[config.mk]
export PLATFORM = sky130hd
export DESIGN_NAME = umi_endpoint
export DESIGN_NICKNAME = d
export VERILOG_FILES = /design/src/hdl/umi_pkg.sv /design/src/hdl/mem_pkg.sv /design/src/hdl/umi_cmd_codec.sv /design/src/hdl/umi_endpoint.sv
export SDC_FILE = /design/constraint.sdc
export NUM_CORES = 1
export LEC_CHECK = 0
export BUFFER_PORTS_ARGS = -buffer_cell sky130_fd_sc_hd__clkbuf_2
export CAP_MARGIN = 5
export CORE_AREA = 2 2 140 142
export CTS_BUF_LIST = sky130_fd_sc_hd__clkbuf_2 sky130_fd_sc_hd__clkbuf_4 sky130_fd_sc_hd__clkbuf_8
export DETAILED_ROUTE_END_ITERATION = 16
export DIE_AREA = 0 0 142 144
export GPL_TIMING_DRIVEN = 0
export SLEW_MARGIN = 40
export SYNTH_ARGS = -nofsm -noshare
export SYNTH_HDL_FRONTEND = slang
export SYNTH_HIERARCHICAL = 1
export SYNTH_SLANG_ARGS = --single-unit
[constraint.sdc]
create_clock -name clk -period 4.2 [get_ports clk]
set_clock_uncertainty 0.15 [all_clocks]
set_input_delay 0.42 -clock clk [delete_from_list [all_inputs] [get_ports clk]]
set_output_delay 0.42 -clock clk [all_outputs]
set_load 0.01 [all_outputs]
[src/hdl/umi_pkg.sv]
/*
 * UMI command format
 * Opcode encodings and field positions of the 32-bit UMI command word.
 * Only the single-beat read and write subset is served by the target.
 */
package umi_pkg;

   localparam int UMI_CW = 32;          // Fixed by the command format

   // Command opcodes, bits 4..0 of the command word
   typedef enum logic [4:0] {
      REQ_INVALID      = 5'h00,
      REQ_READ         = 5'h01,
      RESP_READ        = 5'h02,
      REQ_WRITE        = 5'h03,        // Non-posted, gets a response
      RESP_WRITE       = 5'h04,
      REQ_WRITE_POSTED = 5'h05,        // Fire and forget
      REQ_ATOMIC       = 5'h09         // Not served here
   } umi_opcode_e;

   //########################################
   // Field positions
   //########################################
   localparam int UMI_OPCODE_LSB = 0;
   localparam int UMI_OPCODE_MSB = 4;
   localparam int UMI_SIZE_LSB   = 5;  // log2 of bytes per beat
   localparam int UMI_SIZE_MSB   = 7;
   localparam int UMI_LEN_LSB    = 8;  // Beats minus one
   localparam int UMI_LEN_MSB    = 15;
   localparam int UMI_HOSTID_LSB = 16;
   localparam int UMI_HOSTID_MSB = 20;

endpackage

[src/hdl/mem_pkg.sv]
/*
 * Local memory definitions
 * Access size encoding, word geometry and the byte-lane mask rule
 * shared by the SRAM and its reference model.
 */
package mem_pkg;

   localparam int MEM_DW        = 32;                  // Word width
   localparam int MEM_LANES     = MEM_DW / 8;          // Byte lanes per word
   localparam int MEM_LANE_BITS = $clog2(MEM_LANES);   // Address bits below the word
   localparam int MEM_DEPTH     = 256;                 // Words

   // Access size, same coding as the UMI size field
   typedef enum logic [2:0] {
      SIZE_BYTE = 3'd0,
      SIZE_HALF = 3'd1,
      SIZE_WORD = 3'd2
   } mem_size_e;

   // Lanes touched by an access of a given size at a given byte offset
   function automatic logic [MEM_LANES-1:0] size_to_mask(
      input mem_size_e                size,
      input logic [MEM_LANE_BITS-1:0] offset);
      logic [MEM_LANES-1:0] mask;
      case (size)
         SIZE_BYTE: mask = MEM_LANES'(1) << offset;
         SIZE_HALF: mask = MEM_LANES'(3) << (offset & ~MEM_LANE_BITS'(1));  // Half aligned
         SIZE_WORD: mask = '1;
         default:   mask = '1;         // Wider sizes clip to one word
      endcase
      return mask;
   endfunction

endpackage

[src/hdl/umi_cmd_codec.sv]
/*
 * UMI command codec
 * Splits a request command into opcode and size, classifies it as
 * read, write or posted write, and builds the response command by
 * replacing the opcode. Other fields pass through unchanged.
 */
`timescale 1ns/1ns

module umi_cmd_codec
   (
   input  logic [umi_pkg::UMI_CW-1:0] cmd,
   input  umi_pkg::umi_opcode_e       resp_opcode,
   output umi_pkg::umi_opcode_e       opcode,
   output mem_pkg::mem_size_e         size,
   output logic                       is_read,
   output logic                       is_write,     // Posted or not
   output logic                       is_posted,
   output logic [umi_pkg::UMI_CW-1:0] resp_cmd
   );
   import umi_pkg::*;
   import mem_pkg::*;

   // Field slicing
   assign opcode = umi_opcode_e'(cmd[UMI_OPCODE_MSB:UMI_OPCODE_LSB]);
   assign size   = mem_size_e'(cmd[UMI_SIZE_MSB:UMI_SIZE_LSB]);

   // Request class, anything else is dropped
   assign is_read   = (opcode == REQ_READ);
   assign is_posted = (opcode == REQ_WRITE_POSTED);
   assign is_write  = (opcode == REQ_WRITE) || is_posted;

   // Response command
   always_comb
   begin
      resp_cmd = cmd;                                       // QoS, prot, hostid kept
      resp_cmd[UMI_OPCODE_MSB:UMI_OPCODE_LSB] = resp_opcode;
      resp_cmd[UMI_LEN_MSB:UMI_LEN_LSB]       = '0;         // Always one beat back
   end

endmodule

[src/hdl/umi_endpoint.sv]
/*
 * UMI memory endpoint
 * Turns one UMI device request into one local memory access and
 * returns the response with swapped addresses and the memory data.
 * One response in flight. Response valid rises 1 + REG cycles after
 * the request is accepted. REG adds a register on the read data.
 */
`timescale 1ns/1ns

module umi_endpoint
  #(parameter int AW  = 32,
    parameter int DW  = 32,
    parameter int REG = 1)
   (
   input  logic                       clk,
   input  logic                       nreset,
   // Device request
   input  logic                       udev_req_valid,
   input  logic [umi_pkg::UMI_CW-1:0] udev_req_cmd,
   input  logic [AW-1:0]              udev_req_dstaddr,
   input  logic [AW-1:0]              udev_req_srcaddr,
   input  logic [DW-1:0]              udev_req_data,
   output logic                       udev_req_ready,
   // Device response
   output logic                       udev_resp_valid,
   output logic [umi_pkg::UMI_CW-1:0] udev_resp_cmd,
   output logic [AW-1:0]              udev_resp_dstaddr,
   output logic [AW-1:0]              udev_resp_srcaddr,
   output logic [DW-1:0]              udev_resp_data,
   input  logic                       udev_resp_ready,
   // Local memory side
   output logic                       loc_req,
   output logic                       loc_write,
   output logic [AW-1:0]              loc_addr,
   output mem_pkg::mem_size_e         loc_size,
   output logic [DW-1:0]              loc_wrdata,
   input  logic                       loc_gnt,
   input  logic [DW-1:0]              loc_rddata
   );
   import umi_pkg::*;

   umi_opcode_e       opcode;
   umi_opcode_e       resp_opcode;
   logic              is_read;
   logic              is_write;
   logic              is_posted;
   logic [UMI_CW-1:0] resp_cmd;
   logic              slot_free;       // Room for one more response
   logic              accept;
   logic              accept_resp;     // Accepted and owes a response
   logic [REG:0]      vld_sr;          // Bit 0 marks the SRAM data cycle
   logic              hold_q;          // Response stalled by the device
   logic [UMI_CW-1:0] cmd_q;
   logic [AW-1:0]     dstaddr_q;
   logic [AW-1:0]     srcaddr_q;
   logic [DW-1:0]     data_q;

   umi_cmd_codec i_codec
      (.cmd         (udev_req_cmd),
       .resp_opcode (resp_opcode),
       .opcode      (opcode),
       .size        (loc_size),
       .is_read     (is_read),
       .is_write    (is_write),
       .is_posted   (is_posted),
       .resp_cmd    (resp_cmd));

   assign resp_opcode = (opcode == REQ_READ) ? RESP_READ : RESP_WRITE;

   //########################################
   // Request side
   //########################################
   // Empty, or the pending response leaves this cycle
   assign slot_free = (~|vld_sr & ~hold_q) | (udev_resp_valid & udev_resp_ready);

   // Unsupported opcodes still take one memory slot as a discarded read
   assign loc_req        = udev_req_valid & slot_free;
   assign loc_write      = is_write;
   assign loc_addr       = udev_req_dstaddr;
   assign loc_wrdata     = udev_req_data;     // Already lane aligned
   assign udev_req_ready = loc_gnt & slot_free;

   assign accept      = udev_req_valid & udev_req_ready;
   assign accept_resp = accept & (is_read | (is_write & ~is_posted));

   //########################################
   // Response side
   //########################################
   always_ff @(posedge clk or negedge nreset)
   begin
      if (!nreset)
      begin
         vld_sr <= '0;
         hold_q <= 1'b0;
      end
      else
      begin
         vld_sr[0] <= accept_resp;
         for (int i = 1; i <= REG; i++)
            vld_sr[i] <= vld_sr[i-1];                      // Extra data stage
         hold_q <= udev_resp_valid & ~udev_resp_ready;
      end
   end

   assign udev_resp_valid = vld_sr[REG] | hold_q;

   // Header fields taken at acceptance, data when the SRAM returns it
   always_ff @(posedge clk)
   begin
      if (accept_resp)
      begin
         cmd_q     <= resp_cmd;
         dstaddr_q <= udev_req_srcaddr;                    // Back to the requester
         srcaddr_q <= udev_req_dstaddr;
      end
      if (vld_sr[0])
         data_q <= loc_rddata;                             // SRAM output lives one cycle
   end

   if (REG != 0)
   begin : g_pipe
      assign udev_resp_data = data_q;
   end
   else
   begin : g_bypass
      assign udev_resp_data = vld_sr[0] ? loc_rddata : data_q;   // Held copy on stall
   end

   assign udev_resp_cmd     = cmd_q;
   assign udev_resp_dstaddr = dstaddr_q;
   assign udev_resp_srcaddr = srcaddr_q;

   // No new memory request while the previous response is still on its way
   assert property (@(posedge clk) disable iff (!nreset)
      ($past(accept_resp) || udev_resp_valid) && !(udev_resp_valid && udev_resp_ready)
         |-> !loc_req);

   // Stalled response keeps its fields
   assert property (@(posedge clk) disable iff (!nreset)
      $past(udev_resp_valid && !udev_resp_ready) |->
         udev_resp_valid && $stable(udev_resp_cmd) && $stable(udev_resp_data));

endmodule

==> flow_metrics.py <==
metrics = {
    "run_status": {
        "status": "finished clean",
    },
    "setup_path": {
        "crit_type": "reg -> reg",
        "critPathLaunchType": "flop",
        "crit_chain": "o21ai_2 -> o2111a_4 -> buf_12 -> buf_12 -> buf_12",
        "cp.required_ps": 4180,
        "crit_family": "compound AO/OA/AOI/OAI gates",
        "critPathBufInv": 3,
        "cpMostUsedCell": "buf_12",
        "worstPathArrival_ps": 2510,
        "critPathMaxFanout": 34,
        "setup.worst_path.end_class": "flop",
        "critPathMaxStageDelay_ps": 680,
        "slowest_stage": "dfrtp_2",
    },
    "sta": {
        "finalHoldViolCount": 0,
        "period_needed_ps": 2530,
        "period_share": 0.602,
        "slew_violations": 0,
        "fin_tns_setup_ps": 0,
        "finalSetupViolCount": 0,
        "hold_ws_ps": 41.0,
        "timing.max_slew.rel_slack": 0.502,
        "rsz0062_at_grt": "false",
        "worstMarginPinSlew_ps": 747,
        "fmax_mhz": 395,
    },
    "power": {
        "p_clk_frac": 0.368,
        "p_comb_frac": 0.108,
        "leakagePower_nw": 3.73,
        "power_density_nw_per_um2": 337,
        "swShare": 0.234,
        "p_int_w": 0.00213,
        "irDropWorstVdd_mv": 0.154,
        "seqPwrFrac": 0.524,
        "power_switching_w": 0.000648,
    },
    "min_path": {
        "hp-class": "in -> reg",
    },
    "die": {
        "core-area_um2": 19100,
        "start_util": 0.254,
        "ios": 364,
        "die_area_um2": 20400,
        "fp.dieH_um": 144,
        "die_x_um": 142,
        "rows": 51,
    },
    "finish": {
        "nFillCells": 1741,
        "final_common_cell": "clkbuf_2",
        "final_cell_mix": "clkbuf_2, edfxtp_1, dlygate4sd3_1",
        "antenna_cells": 0,
        "area_delta_synth_final_pct": 69.8,
        "nNetsFinal": 861,
        "fin_util": 0.431,
        "final_area_um2": 8230,
        "drive_gt1_frac": 0.636,
    },
    "place": {
        "dp_hpwl_um": 9080,
        "placedInstanceArea_um2": 6770,
        "gp_congestion": 0.717,
        "port_buffers": 304,
    },
    "routing": {
        "routed_wl_um": 12900,
        "drtIter0Drc": 87,
        "wl_per_cell_um": 13.6,
        "vias": 3532,
        "ant_nets": 0,
        "drc": 0,
        "avgViaCountPerCell": 3.73,
        "first_pass_iters": 4,
    },
    "logic_synthesis": {
        "ys.warnings.count": 6,
        "ys_ff_latch": 131,
        "synth_area_leaders": "edfxtp_1, buf_4, dfrtp_1",
        "netlist_area_um2": 4850,
        "synth-seq-area-share": 0.809,
        "syn_avg_cell_area_um2": 19.2,
        "synth_top_cell_by_area": "edfxtp_1",
        "syn-instance-count": 253,
        "synth_cell_types": 17,
        "yosysTopAreaCellShare": 0.793,
    },
    "run": {
        "cap_viol_max_count": 0,
    },
    "global_routing": {
        "antenna_found_initial": 0,
        "grt_first_pass_wirelength_um": 17900,
        "overflow": 0,
        "grt_pass1_vias": 3594,
        "grt_use_total": 0.119,
        "grt_max_degree": 35,
    },
    "clock_network": {
        "clockBufferDepth": 2,
        "clk_latency_ps": 430,
        "cts_tree": "yes",
        "cts_made_buffers": 17,
        "clock_sinks": 131,
        "cts_setup_buffers": 0,
        "clkTransAtPathRegs_ps": 80,
        "cts_root_buffer": "clkbuf_8",
        "htree_levels": 4,
    },
}
## area by class of cell
class	count	area [um^2]	share of cell area
Multi-Input combinational cell	26	185	0.0225
Buffer	104	781	0.0949
Sequential cell	131	3920	0.476
Tap cell	238	298	0.0362
Clock inverter	15	146	0.0178
Timing Repair Buffer	415	2660	0.324
Inverter	1	3.75	0.000456
Clock buffer	17	234	0.0284
## state kept, by name (all words and copies together) (netlist names)
name / count
udev_resp_cmd: 32
udev_resp_data: 32
udev_resp_dstaddr: 32
udev_resp_srcaddr: 32
vld_sr: 2
hold_q: 1
## Yosys cell counts
library cell and instances:
nand2b_1 1, o21ai_0 1, buf_4 104, edfxtp_1 128
nor2b_1 2, xnor2_1 1, nor4b_2 2, or4_4 1
nand2b_4 1, o2111a_1 1, o21ai_2 1, conb_1 2
inv_2 1, and2_1 2, or2_4 1, dfrtp_1 3
nor4_1 1
## stage by stage
stage | setup slack (ps) | total power [W] | instances
floorplan | 245 | 0.00159 | 262
global placement | -1190 | 0.00170 | 804
CTS | 1600 | 0.00283 | 946
finish | 1670 | 0.00278 | 947
detailed placement | 1320 | 0.00170 | 807
global route | 1540 | 0.00291 | 947
## power by group through the flow
stage               sequential, W  combinational (W)  clock [W]
global placement          0.00149           0.000211          0
global route              0.00146           0.000324    0.00113
finish                    0.00145           0.000300    0.00102
detailed placement        0.00148           0.000218          0
CTS                       0.00145           0.000300    0.00108
floorplan                 0.00149           0.000102          0
## routing by layer
layer	track usage	part of all wire	routed length (um)
met1	0.120	0.37	4740
met3	0.0414	0.069	888
met4	0.0426	0.013	163
met5	0	0	0
met2	0.224	0.55	7070
## path summary, 6_finish.rpt
check | start | end | slack, ps | depth (start not counted)
max in group asynchronous | nreset | vld_sr[0]$_DFF_PN0_ | 3570 | 2
max reg2reg | vld_sr[0]$_DFF_PN0_ | udev_resp_cmd[20]$_DFFE_PP_ | 1670 | 5
max | vld_sr[0]$_DFF_PN0_ | udev_resp_cmd[20]$_DFFE_PP_ | 1670 | 5
min | udev_req_dstaddr[28] | udev_resp_srcaddr[28]$_DFFE_PP_ | 40 | 1
min reg2reg | hold_q$_DFF_PN0_ | hold_q$_DFF_PN0_ | 470 | 2
min in group asynchronous | nreset | hold_q$_DFF_PN0_ | 200 | 2
## logic make-up (layout without fill, tap and decap cells)
logic type	Yosys count	count (layout)	synth area share
AND/OR/NAND/NOR	11	11	0.0209
AO/OA/AOI/OAI	3	3	0.00516
flip-flops	131	131	0.809
XOR/XNOR	1	1	0.00181
buffers and inverters	105	552	0.162
other	2	11	0.00155
## worst reg2reg max path: stages (launching register included)
cell and delay [ps]:
dfrtp_2 680, o21ai_2 300, o2111a_4 410, buf_12 230, buf_12 210, buf_12 250
## what timing repair did
item,CTS,global route
endpoints found under the hold margin,109,1
resized for setup,0,0
hold buffers,107,1
Note: power is estimated with default switching activity, not from simulation.
