### src/hdl/mem_pkg.sv
/*
 * Local memory definitions
 * Access size encoding, word geometry and the byte-lane mask rule
 * shared by the SRAM and its reference model.
 */
package mem_pkg;

   localparam int MEM_DW        = 32;                  // Word width
   localparam int MEM_LANES     = MEM_DW / 8;          // Byte lanes per word
   localparam int MEM_LANE_BITS = $clog2(MEM_LANES);   // Address bits below the word
   localparam int MEM_DEPTH     = 256;                 // Words

   // Access size, same coding as the UMI size field
   typedef enum logic [2:0] {
      SIZE_BYTE = 3'd0,
      SIZE_HALF = 3'd1,
      SIZE_WORD = 3'd2
   } mem_size_e;

   // Lanes touched by an access of a given size at a given byte offset
   function automatic logic [MEM_LANES-1:0] size_to_mask(
      input mem_size_e                size,
      input logic [MEM_LANE_BITS-1:0] offset);
      logic [MEM_LANES-1:0] mask;
      case (size)
         SIZE_BYTE: mask = MEM_LANES'(1) << offset;
         SIZE_HALF: mask = MEM_LANES'(3) << (offset & ~MEM_LANE_BITS'(1));  // Half aligned
         SIZE_WORD: mask = '1;
         default:   mask = '1;         // Wider sizes clip to one word
      endcase
      return mask;
   endfunction

endpackage

### src/hdl/mem_arbiter.sv
/*
 * Shared memory arbiter
 * Grants one of two endpoints the SRAM port in the same cycle as the
 * request. Contention alternates using one bit of last-grant state.
 */
`timescale 1ns/1ns

module mem_arbiter
  #(parameter int AW = 32,
    parameter int DW = 32)
   (
   input  logic               clk,
   input  logic               nreset,
   // Port 0
   input  logic               req0,
   input  logic               write0,
   input  logic [AW-1:0]      addr0,
   input  mem_pkg::mem_size_e size0,
   input  logic [DW-1:0]      wdata0,
   output logic               gnt0,
   // Port 1
   input  logic               req1,
   input  logic               write1,
   input  logic [AW-1:0]      addr1,
   input  mem_pkg::mem_size_e size1,
   input  logic [DW-1:0]      wdata1,
   output logic               gnt1,
   // Memory port
   output logic               mem_en,
   output logic               mem_we,
   output logic [AW-1:0]      mem_addr,
   output mem_pkg::mem_size_e mem_size,
   output logic [DW-1:0]      mem_wdata
   );

   logic last_q;                       // Port 1 took the last grant

   // Loser of the last round wins a tie
   assign gnt0 = req0 & (~req1 | last_q);
   assign gnt1 = req1 & (~req0 | ~last_q);

   always_ff @(posedge clk or negedge nreset)
   begin
      if (!nreset)
         last_q <= 1'b0;
      else if (gnt0 | gnt1)
         last_q <= gnt1;
   end

   // Winner onto the SRAM port
   assign mem_en    = gnt0 | gnt1;
   assign mem_we    = gnt1 ? write1 : write0;
   assign mem_addr  = gnt1 ? addr1  : addr0;
   assign mem_size  = gnt1 ? size1  : size0;
   assign mem_wdata = gnt1 ? wdata1 : wdata0;

   assert property (@(posedge clk) disable iff (!nreset) !(gnt0 && gnt1));

endmodule

### config.mk
export PLATFORM = sky130hd
export DESIGN_NAME = mem_arbiter
export DESIGN_NICKNAME = d
export VERILOG_FILES = /design/src/hdl/mem_pkg.sv /design/src/hdl/mem_arbiter.sv
export SDC_FILE = /design/constraint.sdc
export NUM_CORES = 1
export LEC_CHECK = 0
export BUFFER_PORTS_ARGS = -buffer_cell sky130_fd_sc_hd__buf_2
export CORE_AREA = 2 2 81 83
export CTS_CLUSTER_SIZE = 30
export DETAILED_ROUTE_END_ITERATION = 12
export DIE_AREA = 0 0 83 85
export PLACE_DENSITY = 0.7
export SYNTH_ARGS = -nofsm -noshare
export SYNTH_HDL_FRONTEND = slang
export SYNTH_SLANG_ARGS = --single-unit
### constraint.sdc
create_clock -name clk -period 1.4 [get_ports clk]
set_clock_uncertainty 0.1 [all_clocks]
set_input_delay 0.14 -clock clk [delete_from_list [all_inputs] [get_ports clk]]
set_output_delay 0.14 -clock clk [all_outputs]
set_load 0.005 [all_outputs]
==> results.ini, run 1 <==
[outcome]
status=complete, but fails checks
violations=setup timing

[layout]
final_nets=444
largest_reg_flops=1
post-route-util=0.478
fill_cells=550
diodes=0
top_register=last_q
top_regs=last_q (1)
layout-drive-gt1-share=0.980
area_growth_pct=217
fin_cells=379

[detailed_routing]
drc=0
via_per_inst=4.26
wl_per_cell_um=15.8
drtIter0Drc=20
wl_mm=6.00
num_vias=1615
antenna_left=0
dr.pass1.iters=4

[sta]
fin_ws_ns=-0.200
worstMarginPinSlew_ns=0.157
relSlewSlack=0.895
period_share=1.14
fmax_ghz=0.625
slew_violations=0
fin_crit_ns=1.60
hold_viol=0
holdWs_ns=0.304
rsz0062_at_grt=yes
setup_viol=68

[synthesis]
yosysSeqAreaShare=0.0268
synth_cell_types=12
avgSynthCellArea_um2=11.4
ys.warnings.count=0
synth_fp_nets=222
synth.area.top_cells=mux2_2, mux2_4, buf_4, dfrtp_1, a21boi_4
synth_top_area_frac=0.711
synth_area_um2=935
syn_inst=82
ys_seq_elements=1
yosys.area.top_type=mux2_2

[critical_path]
crit_buf_inv=3
start_kind=register
critPathMaxFanout=7
cp_top_family=buffers and inverters
critPathCaptureType=output pin
crit_arrival_ns=1.36
worstPathRequired_ns=1.16
cpMaxStageDelayCell=dfrtp_1
critical-path-max-stage-delay_ns=0.38
cpMostUsedCell=buf_6
worstPathCellList=a21boi_4, buf_6, clkbuf_16, mux2_4, buf_6
crit_type=register to output pin

[pwr]
total_power_uw=1340
cellPowerDensity_mw_per_mm2=451
ir_drop_mv=0.220
power.leakage_uw=0.00169

[place]
dp.cells=365
post-place-ws_ns=-0.198
routabilityCongestion=0.731
dp_hpwl_mm=3.72
io_buffers=210

[cts]
clkTransAtPathRegs_ns=0
clk_latency_ns=0

[die]
io_pins=211
die_w_um=83
dieArea_mm2=0.00706
die_y_um=85
core_area_mm2=0.00620
num_rows=29
initial_core_util=0.151

[global_routing]
track_usage=0.111
antenna_found_initial=0
first_global_vias=1500
grt_pass1_wl_mm=6.70
grt_max_degree=21
grt_overflow=0

[flow_run]
drv_cap=0

[min_path]
min_path_type=primary input to register

-- cells by family after synthesis --
family | Yosys count | synth area share
simple gates | 3 | 0.0201
mux | 68 | 0.855
buf+inv | 8 | 0.0723
flops | 1 | 0.0268
compound gates | 2 | 0.0254
-- worst paths after layout --
kind	startpoint	to	slack [ns]	depth (start not counted)
setup / recovery	last_q	mem_wdata[20]	-0.20	5
hold / removal	req1	last_q	0.30	3
setup reg to reg	last_q	last_q	0.37	4
hold reg to reg	last_q	last_q	0.67	4
max in group asynchronous	nreset	last_q	0.76	2
min in group asynchronous	nreset	last_q	0.36	2
-- report_power, final --
part	leakage (µW)	internal, µW	switching, µW
Combinational	0.00168	901	398
Sequential	0.0000120	33.8	4.29
Clock	0	0	0
-- worst min-delay path, cell delays in order --
cell and delay, ns:
buf_2 0.10, nand2b_1 0.06, o21ai_0 0.06
-- per-layer routing --
layer  vias to the layer above  GRT usage  wire (µm)
li1                        754          -          -
met2                       125      0.246       3430
met4                         0          0         68
met3                         6     0.0185        513
met1                       730      0.113       1990
met5                         -          0          0
-- through the flow --
| stage | TNS, ns | area, µm² |
|---|---|---|
| after floorplan | -0.389 | 935 |
| after global placement | -9.52 | 2070 |
| after detailed placement | -11.14 | 2070 |
| after CTS | -10.35 | 2190 |
| after global routing | -14.92 | 2970 |
| final | -11.95 | 2970 |
-- timing repair --
item,CTS,global route
gates cloned,2,8
hold buffers,1,0
endpoints found under the setup margin,68,68
setup buffers,2,1
resized for setup,12,118
endpoints found under the hold margin,1,0
pin swaps,0,1
-- synthesized netlist by cell type (all sizes together) --
cell type,number
dfrtp,1
and2,1
mux2,68
a21boi,1
buf,7
nand2b,1
o21ai,1
inv,1
or2,1
-- layout by cell type, fill, tap and decap left out --
master	count
buf_6	64
buf_2	147
or2_2	1
buf_4	2
buf_16	2
nand2b_1	1
o21ai_0	1
dfrtp_1	1
and2_1	1
mux2_4	68
dlygate4sd3_1	1
clkbuf_16	6
inv_1	1
a21boi_4	1
buf_8	2
buf_12	3
-- layout make-up --
class | count | area (µm²) | area share
Inverter | 1 | 3.75 | 0.00127
Multi-Input combinational cell | 73 | 1060 | 0.359
Sequential cell | 1 | 25.0 | 0.00844
Tap cell | 77 | 96.3 | 0.0325
Timing Repair Buffer | 227 | 1780 | 0.599
Power figures use the tool's default switching activity.
==> run 2: changes to the inputs <==
--- a/config.mk
+++ b/config.mk
@@ -10,6 +10,7 @@
 export CTS_CLUSTER_SIZE = 30
 export DETAILED_ROUTE_END_ITERATION = 12
 export DIE_AREA = 0 0 83 85
+export GPL_TIMING_DRIVEN = 0
 export PLACE_DENSITY = 0.7
 export SYNTH_ARGS = -nofsm -noshare
 export SYNTH_HDL_FRONTEND = slang
==> results.ini, run 2 (same netlist as run 1, synthesis figures left out) <==
[die]
die_w_um=83
die_y_um=85
initial_core_util=0.151
io_pins=211
core_area_mm2=0.00620
num_rows=29
dieArea_mm2=0.00706

[sta]
period_share=1.14
hold_viol=0
fin_crit_ns=1.60
fin_ws_ns=-0.201
worstMarginPinSlew_ns=0.198
setup_viol=68
fmax_ghz=0.625
rsz0062_at_grt=yes
relSlewSlack=0.868
slew_violations=0

[global_routing]
antenna_found_initial=0
first_global_vias=1491
grt_max_degree=11
grt_overflow=0
track_usage=0.109
grt_pass1_wl_mm=6.66

[critical_path]
crit_buf_inv=3
critPathCaptureType=output pin
crit_arrival_ns=1.36
start_kind=register
worstPathCellList=a21boi_4, buf_12, buf_12, mux2_2, buf_2
worstPathRequired_ns=1.16
cpMaxStageDelayCell=dfrtp_1
r2r_start=last_q
r2r_cells=3
r2r_slack_ns=0.47
critical-path-max-stage-delay_ns=0.38
critPathMaxFanout=10
cpMostUsedCell=buf_12
rr_endpoint=last_q
crit_type=register to output pin
cp_top_family=buffers and inverters

[layout]
layout-drive-gt1-share=0.980
fin_cells=381
top_regs=last_q (1)
layout_commonest_cell=buf_2
largest_reg_flops=1
top_register=last_q
mostFrequentLayoutCells=buf_2, mux2_4, buf_6
final_nets=446
area_growth_pct=187
seq_area_um2=25.0
multi_input_area_um2=985
fill_cells=578
post-route-util=0.432
diodes=0

[flow_run]
drv_cap=0

[place]
dp_hpwl_mm=3.86
io_buffers=210
routabilityCongestion=0.737
dp.cells=369
post-place-ws_ns=-0.372

[detailed_routing]
dr.pass1.iters=4
wl_per_cell_um=12.7
drtIter0Drc=9
num_vias=1577
via_per_inst=4.14
drc=0
antenna_left=0
wl_mm=4.82

[cts]
clk_latency_ns=0
clkTransAtPathRegs_ns=0

[pwr]
cellPowerDensity_mw_per_mm2=426
total_power_uw=1140
power.leakage_uw=0.00153
ir_drop_mv=0.223

[min_path]
min_path_type=primary input to register
whs_path_depth=3
hold_end=last_q
min_from=req1

[outcome]
violations=setup timing
status=complete, but fails checks

run 2: cell types whose count changed in the layout (fill, tap and decap cells not counted):
cell,previous run,this run
clkbuf_16,6,1
buf_16,2,0
buf_12,3,7
buf_8,2,1
buf_6,64,43
mux2_4,68,47
buf_2,147,169
mux2_2,0,21
buf_4,2,7
run 2: how the worst max path moves through the flow:
| stage | endpoint | depth (start not counted) | start |
|---|---|---|---|
| after floorplan | mem_addr[24] | 4 | last_q |
| after global placement | mem_addr[26] | 5 | last_q |
| after detailed placement | mem_addr[26] | 5 | last_q |
| after CTS | mem_wdata[27] | 5 | last_q |
| after global routing | mem_wdata[12] | 5 | last_q |
| final | mem_wdata[14] | 5 | last_q |
run 2: worst reg2reg max path, delay by kind of cell (launching register included):
family                 cells  cell delay [ns]
AND/OR/NAND/NOR            1             0.14
buffers and inverters      1             0.15
AO/OA/AOI/OAI              1             0.07
flip-flops                 1             0.38
run 2: what timing repair did:
| action | in CTS | in global routing |
|---|---|---|
| endpoints found under the hold margin | 1 | 0 |
| gates cloned | 1 | 1 |
| gates resized for setup | 50 | 46 |
| hold buffers | 1 | 0 |
| pin swaps | 1 | 1 |
| endpoints found under the setup margin | 69 | 68 |
| buffers inserted | 8 | 1 |
run 2: report_power, final:
group	total (µW)	switching, µW	internal [µW]
Sequential	38.1	4.37	33.8
Clock	0	0	0
Combinational	1110	338	767
run 2: area by class of cell:
type | instances | share of cell area
Inverter | 1 | 0.00140
Tap cell | 77 | 0.0359
Multi-Input combinational cell | 73 | 0.367
Timing Repair Buffer | 222 | 0.539
Buffer | 7 | 0.0471
Sequential cell | 1 | 0.00933
run 2: per-layer routing:
metal  track usage  part of all wire
met4             0                 0
met1         0.118              0.35
met5             0                 0
met2         0.230              0.55
met3        0.0204              0.10
run 2: per-stage QoR:
step                      cell area [µm²]  hold WS [ns]  TNS [ns]
after detailed placement             2080        -0.183    -18.38
after floorplan                       935        -0.256    -0.389
after CTS                            2420         0.317    -13.93
after global placement               2080        -0.183    -17.76
after global routing                 2680         0.328    -16.19
final                                2680         0.315    -11.60
==> run 3: changes to the inputs <==
--- a/config.mk
+++ b/config.mk
@@ -6,12 +6,14 @@
 export NUM_CORES = 1
 export LEC_CHECK = 0
 export BUFFER_PORTS_ARGS = -buffer_cell sky130_fd_sc_hd__buf_2
-export CORE_AREA = 2 2 81 83
+export CELL_PAD_IN_SITES_DETAIL_PLACEMENT = 1
+export CELL_PAD_IN_SITES_GLOBAL_PLACEMENT = 1
+export CORE_MARGIN = 2
+export CORE_UTILIZATION = 14
 export CTS_CLUSTER_SIZE = 30
 export DETAILED_ROUTE_END_ITERATION = 12
-export DIE_AREA = 0 0 83 85
 export GPL_TIMING_DRIVEN = 0
-export PLACE_DENSITY = 0.7
+export PLACE_DENSITY = 0.95
 export SYNTH_ARGS = -nofsm -noshare
 export SYNTH_HDL_FRONTEND = slang
 export SYNTH_SLANG_ARGS = --single-unit
==> constraint.sdc (replaced) <==
create_clock -name clk -period 1.9 [get_ports clk]
set_clock_uncertainty 0.1 [all_clocks]
set_input_delay 0.19 -clock clk [delete_from_list [all_inputs] [get_ports clk]]
set_output_delay 0.19 -clock clk [all_outputs]
set_load 0.005 [all_outputs]
==> results.ini, run 3 (same netlist as run 1, synthesis figures left out) <==
[die]
dieArea_mm2=0.00735
core_area_mm2=0.00639
num_rows=29
die_y_um=85.7
die_w_um=85.7
io_pins=211
initial_core_util=0.146

[sta]
fin_ws_ns=0.107
hold_viol=0
worstMarginPinSlew_ns=0.283
slew_violations=0
holdWs_ns=0.375
fin_crit_ns=1.79
setup_viol=0
period_share=0.944
relSlewSlack=0.811
rsz0062_at_grt=no
fmax_ghz=0.558
fin_tns_setup_ns=0

[pwr]
ir_drop_mv=0.109
seqPwrFrac=0.049
p_switching_uw=205
combPwrFrac=0.951
total_power_uw=592
cellPowerDensity_mw_per_mm2=283
clkPwrFrac=0
switching_share=0.346
p_int_uw=387
power.leakage_uw=0.00120

[critical_path]
start_kind=register
r2r_start=last_q
critPathMaxFanout=10
cp_top_family=buffers and inverters
cp-startpoint=last_q
crit_arrival_ns=1.50
worstPathRequired_ns=1.61
cpMaxStageDelayCell=dfrtp_1
crit_buf_inv=3
critPathCaptureType=output pin
critical-path-max-stage-delay_ns=0.39
crit_type=register to output pin
worstPathCellList=a21boi_4, buf_6, buf_8, mux2_4, buf_2

[layout]
layout_commonest_cell=buf_2
final_nets=435
top_register=last_q
layout-drive-gt1-share=0.980
top_regs=last_q (1)
area_growth_pct=124
diodes=0
mostFrequentLayoutCells=buf_2, mux2_2, mux2_4
largest_reg_flops=1

[detailed_routing]
num_vias=1509
dr.pass1.iters=4
via_per_inst=4.08
wl_mm=5.01
wl_per_cell_um=13.5
drc=0
drtIter0Drc=6
antenna_left=0

[cts]
cts_setup_buffers=0
clkTransAtPathRegs_ns=0
clk_latency_ns=0

[min_path]
min_from=req0
min_path_type=primary input to register

[global_routing]
grt_max_degree=11
grt_pass1_wl_mm=7.45
track_usage=0.122
first_global_vias=1662
antenna_found_initial=0
grt_overflow=0

[place]
post-place-ws_ns=0.0465
routabilityCongestion=0.785
io_buffers=210
dp_hpwl_mm=4.64

[outcome]
status=finished, final reports clean

[flow_run]
drv_cap=0

==> run 3: cell types whose count changed in the layout (fill, tap and decap cells not counted) <==
cell       before  now
buf_12          7    0
buf_2         169  210
buf_4           7    5
buf_6          43    1
clkbuf_16       1    0
mux2_2         21   59
mux2_4         47    9
==> run 3: repair_timing <==
action,in CTS,in global routing
endpoints found under the hold margin,1,0
gates resized for setup,0,0
hold buffers,1,0
==> run 3: metrics by stage <==
step,cells,util,area (µm²)
2_1_floorplan,82,-,935
3_3_place_gp,369,0.326,2080
3_5_place_dp,369,0.326,2080
4_1_cts,370,0.328,2090
5_1_grt,370,0.328,2090
6_report,370,0.328,2090
==> run 3: power by group through the flow <==
| stage | Clock (µW) | Combinational [µW] | Sequential [µW] |
|---|---|---|---|
| after floorplan | 0 | 271 | 28.2 |
| after global placement | 0 | 549 | 28.4 |
| after detailed placement | 0 | 570 | 28.8 |
| after CTS | 0 | 574 | 28.8 |
| after global routing | 0 | 615 | 29.3 |
| final | 0 | 563 | 28.7 |
==> run 3: path summary, 6_finish.rpt <==
kind | to | slack [ns] | depth (start not counted)
max in group asynchronous | last_q | 1.19 | 2
min | last_q | 0.38 | 2
min in group asynchronous | last_q | 0.42 | 2
max | mem_size[1] | 0.11 | 5
min reg2reg | last_q | 0.49 | 2
max reg2reg | last_q | 1.07 | 2
==> run 3: final cells by class <==
class / instances / area (µm²)
tap: 77 / 96.3
sequential: 1 / 25.0
buffer: 7 / 63.8
multi-input combinational: 73 / 842
fill: 807 / 4290
timing repair buffer: 211 / 1060
inverter: 1 / 3.75
==> run 3: metal layers <==
layer / track usage / up-vias / wire [µm]
met1: 0.122 / 670 / 1580
li1: - / 730 / -
met4: 0.0173 / 0 / 72
met5: 0 / - / 0
met2: 0.270 / 103 / 2890
met3: 0.00962 / 6 / 465
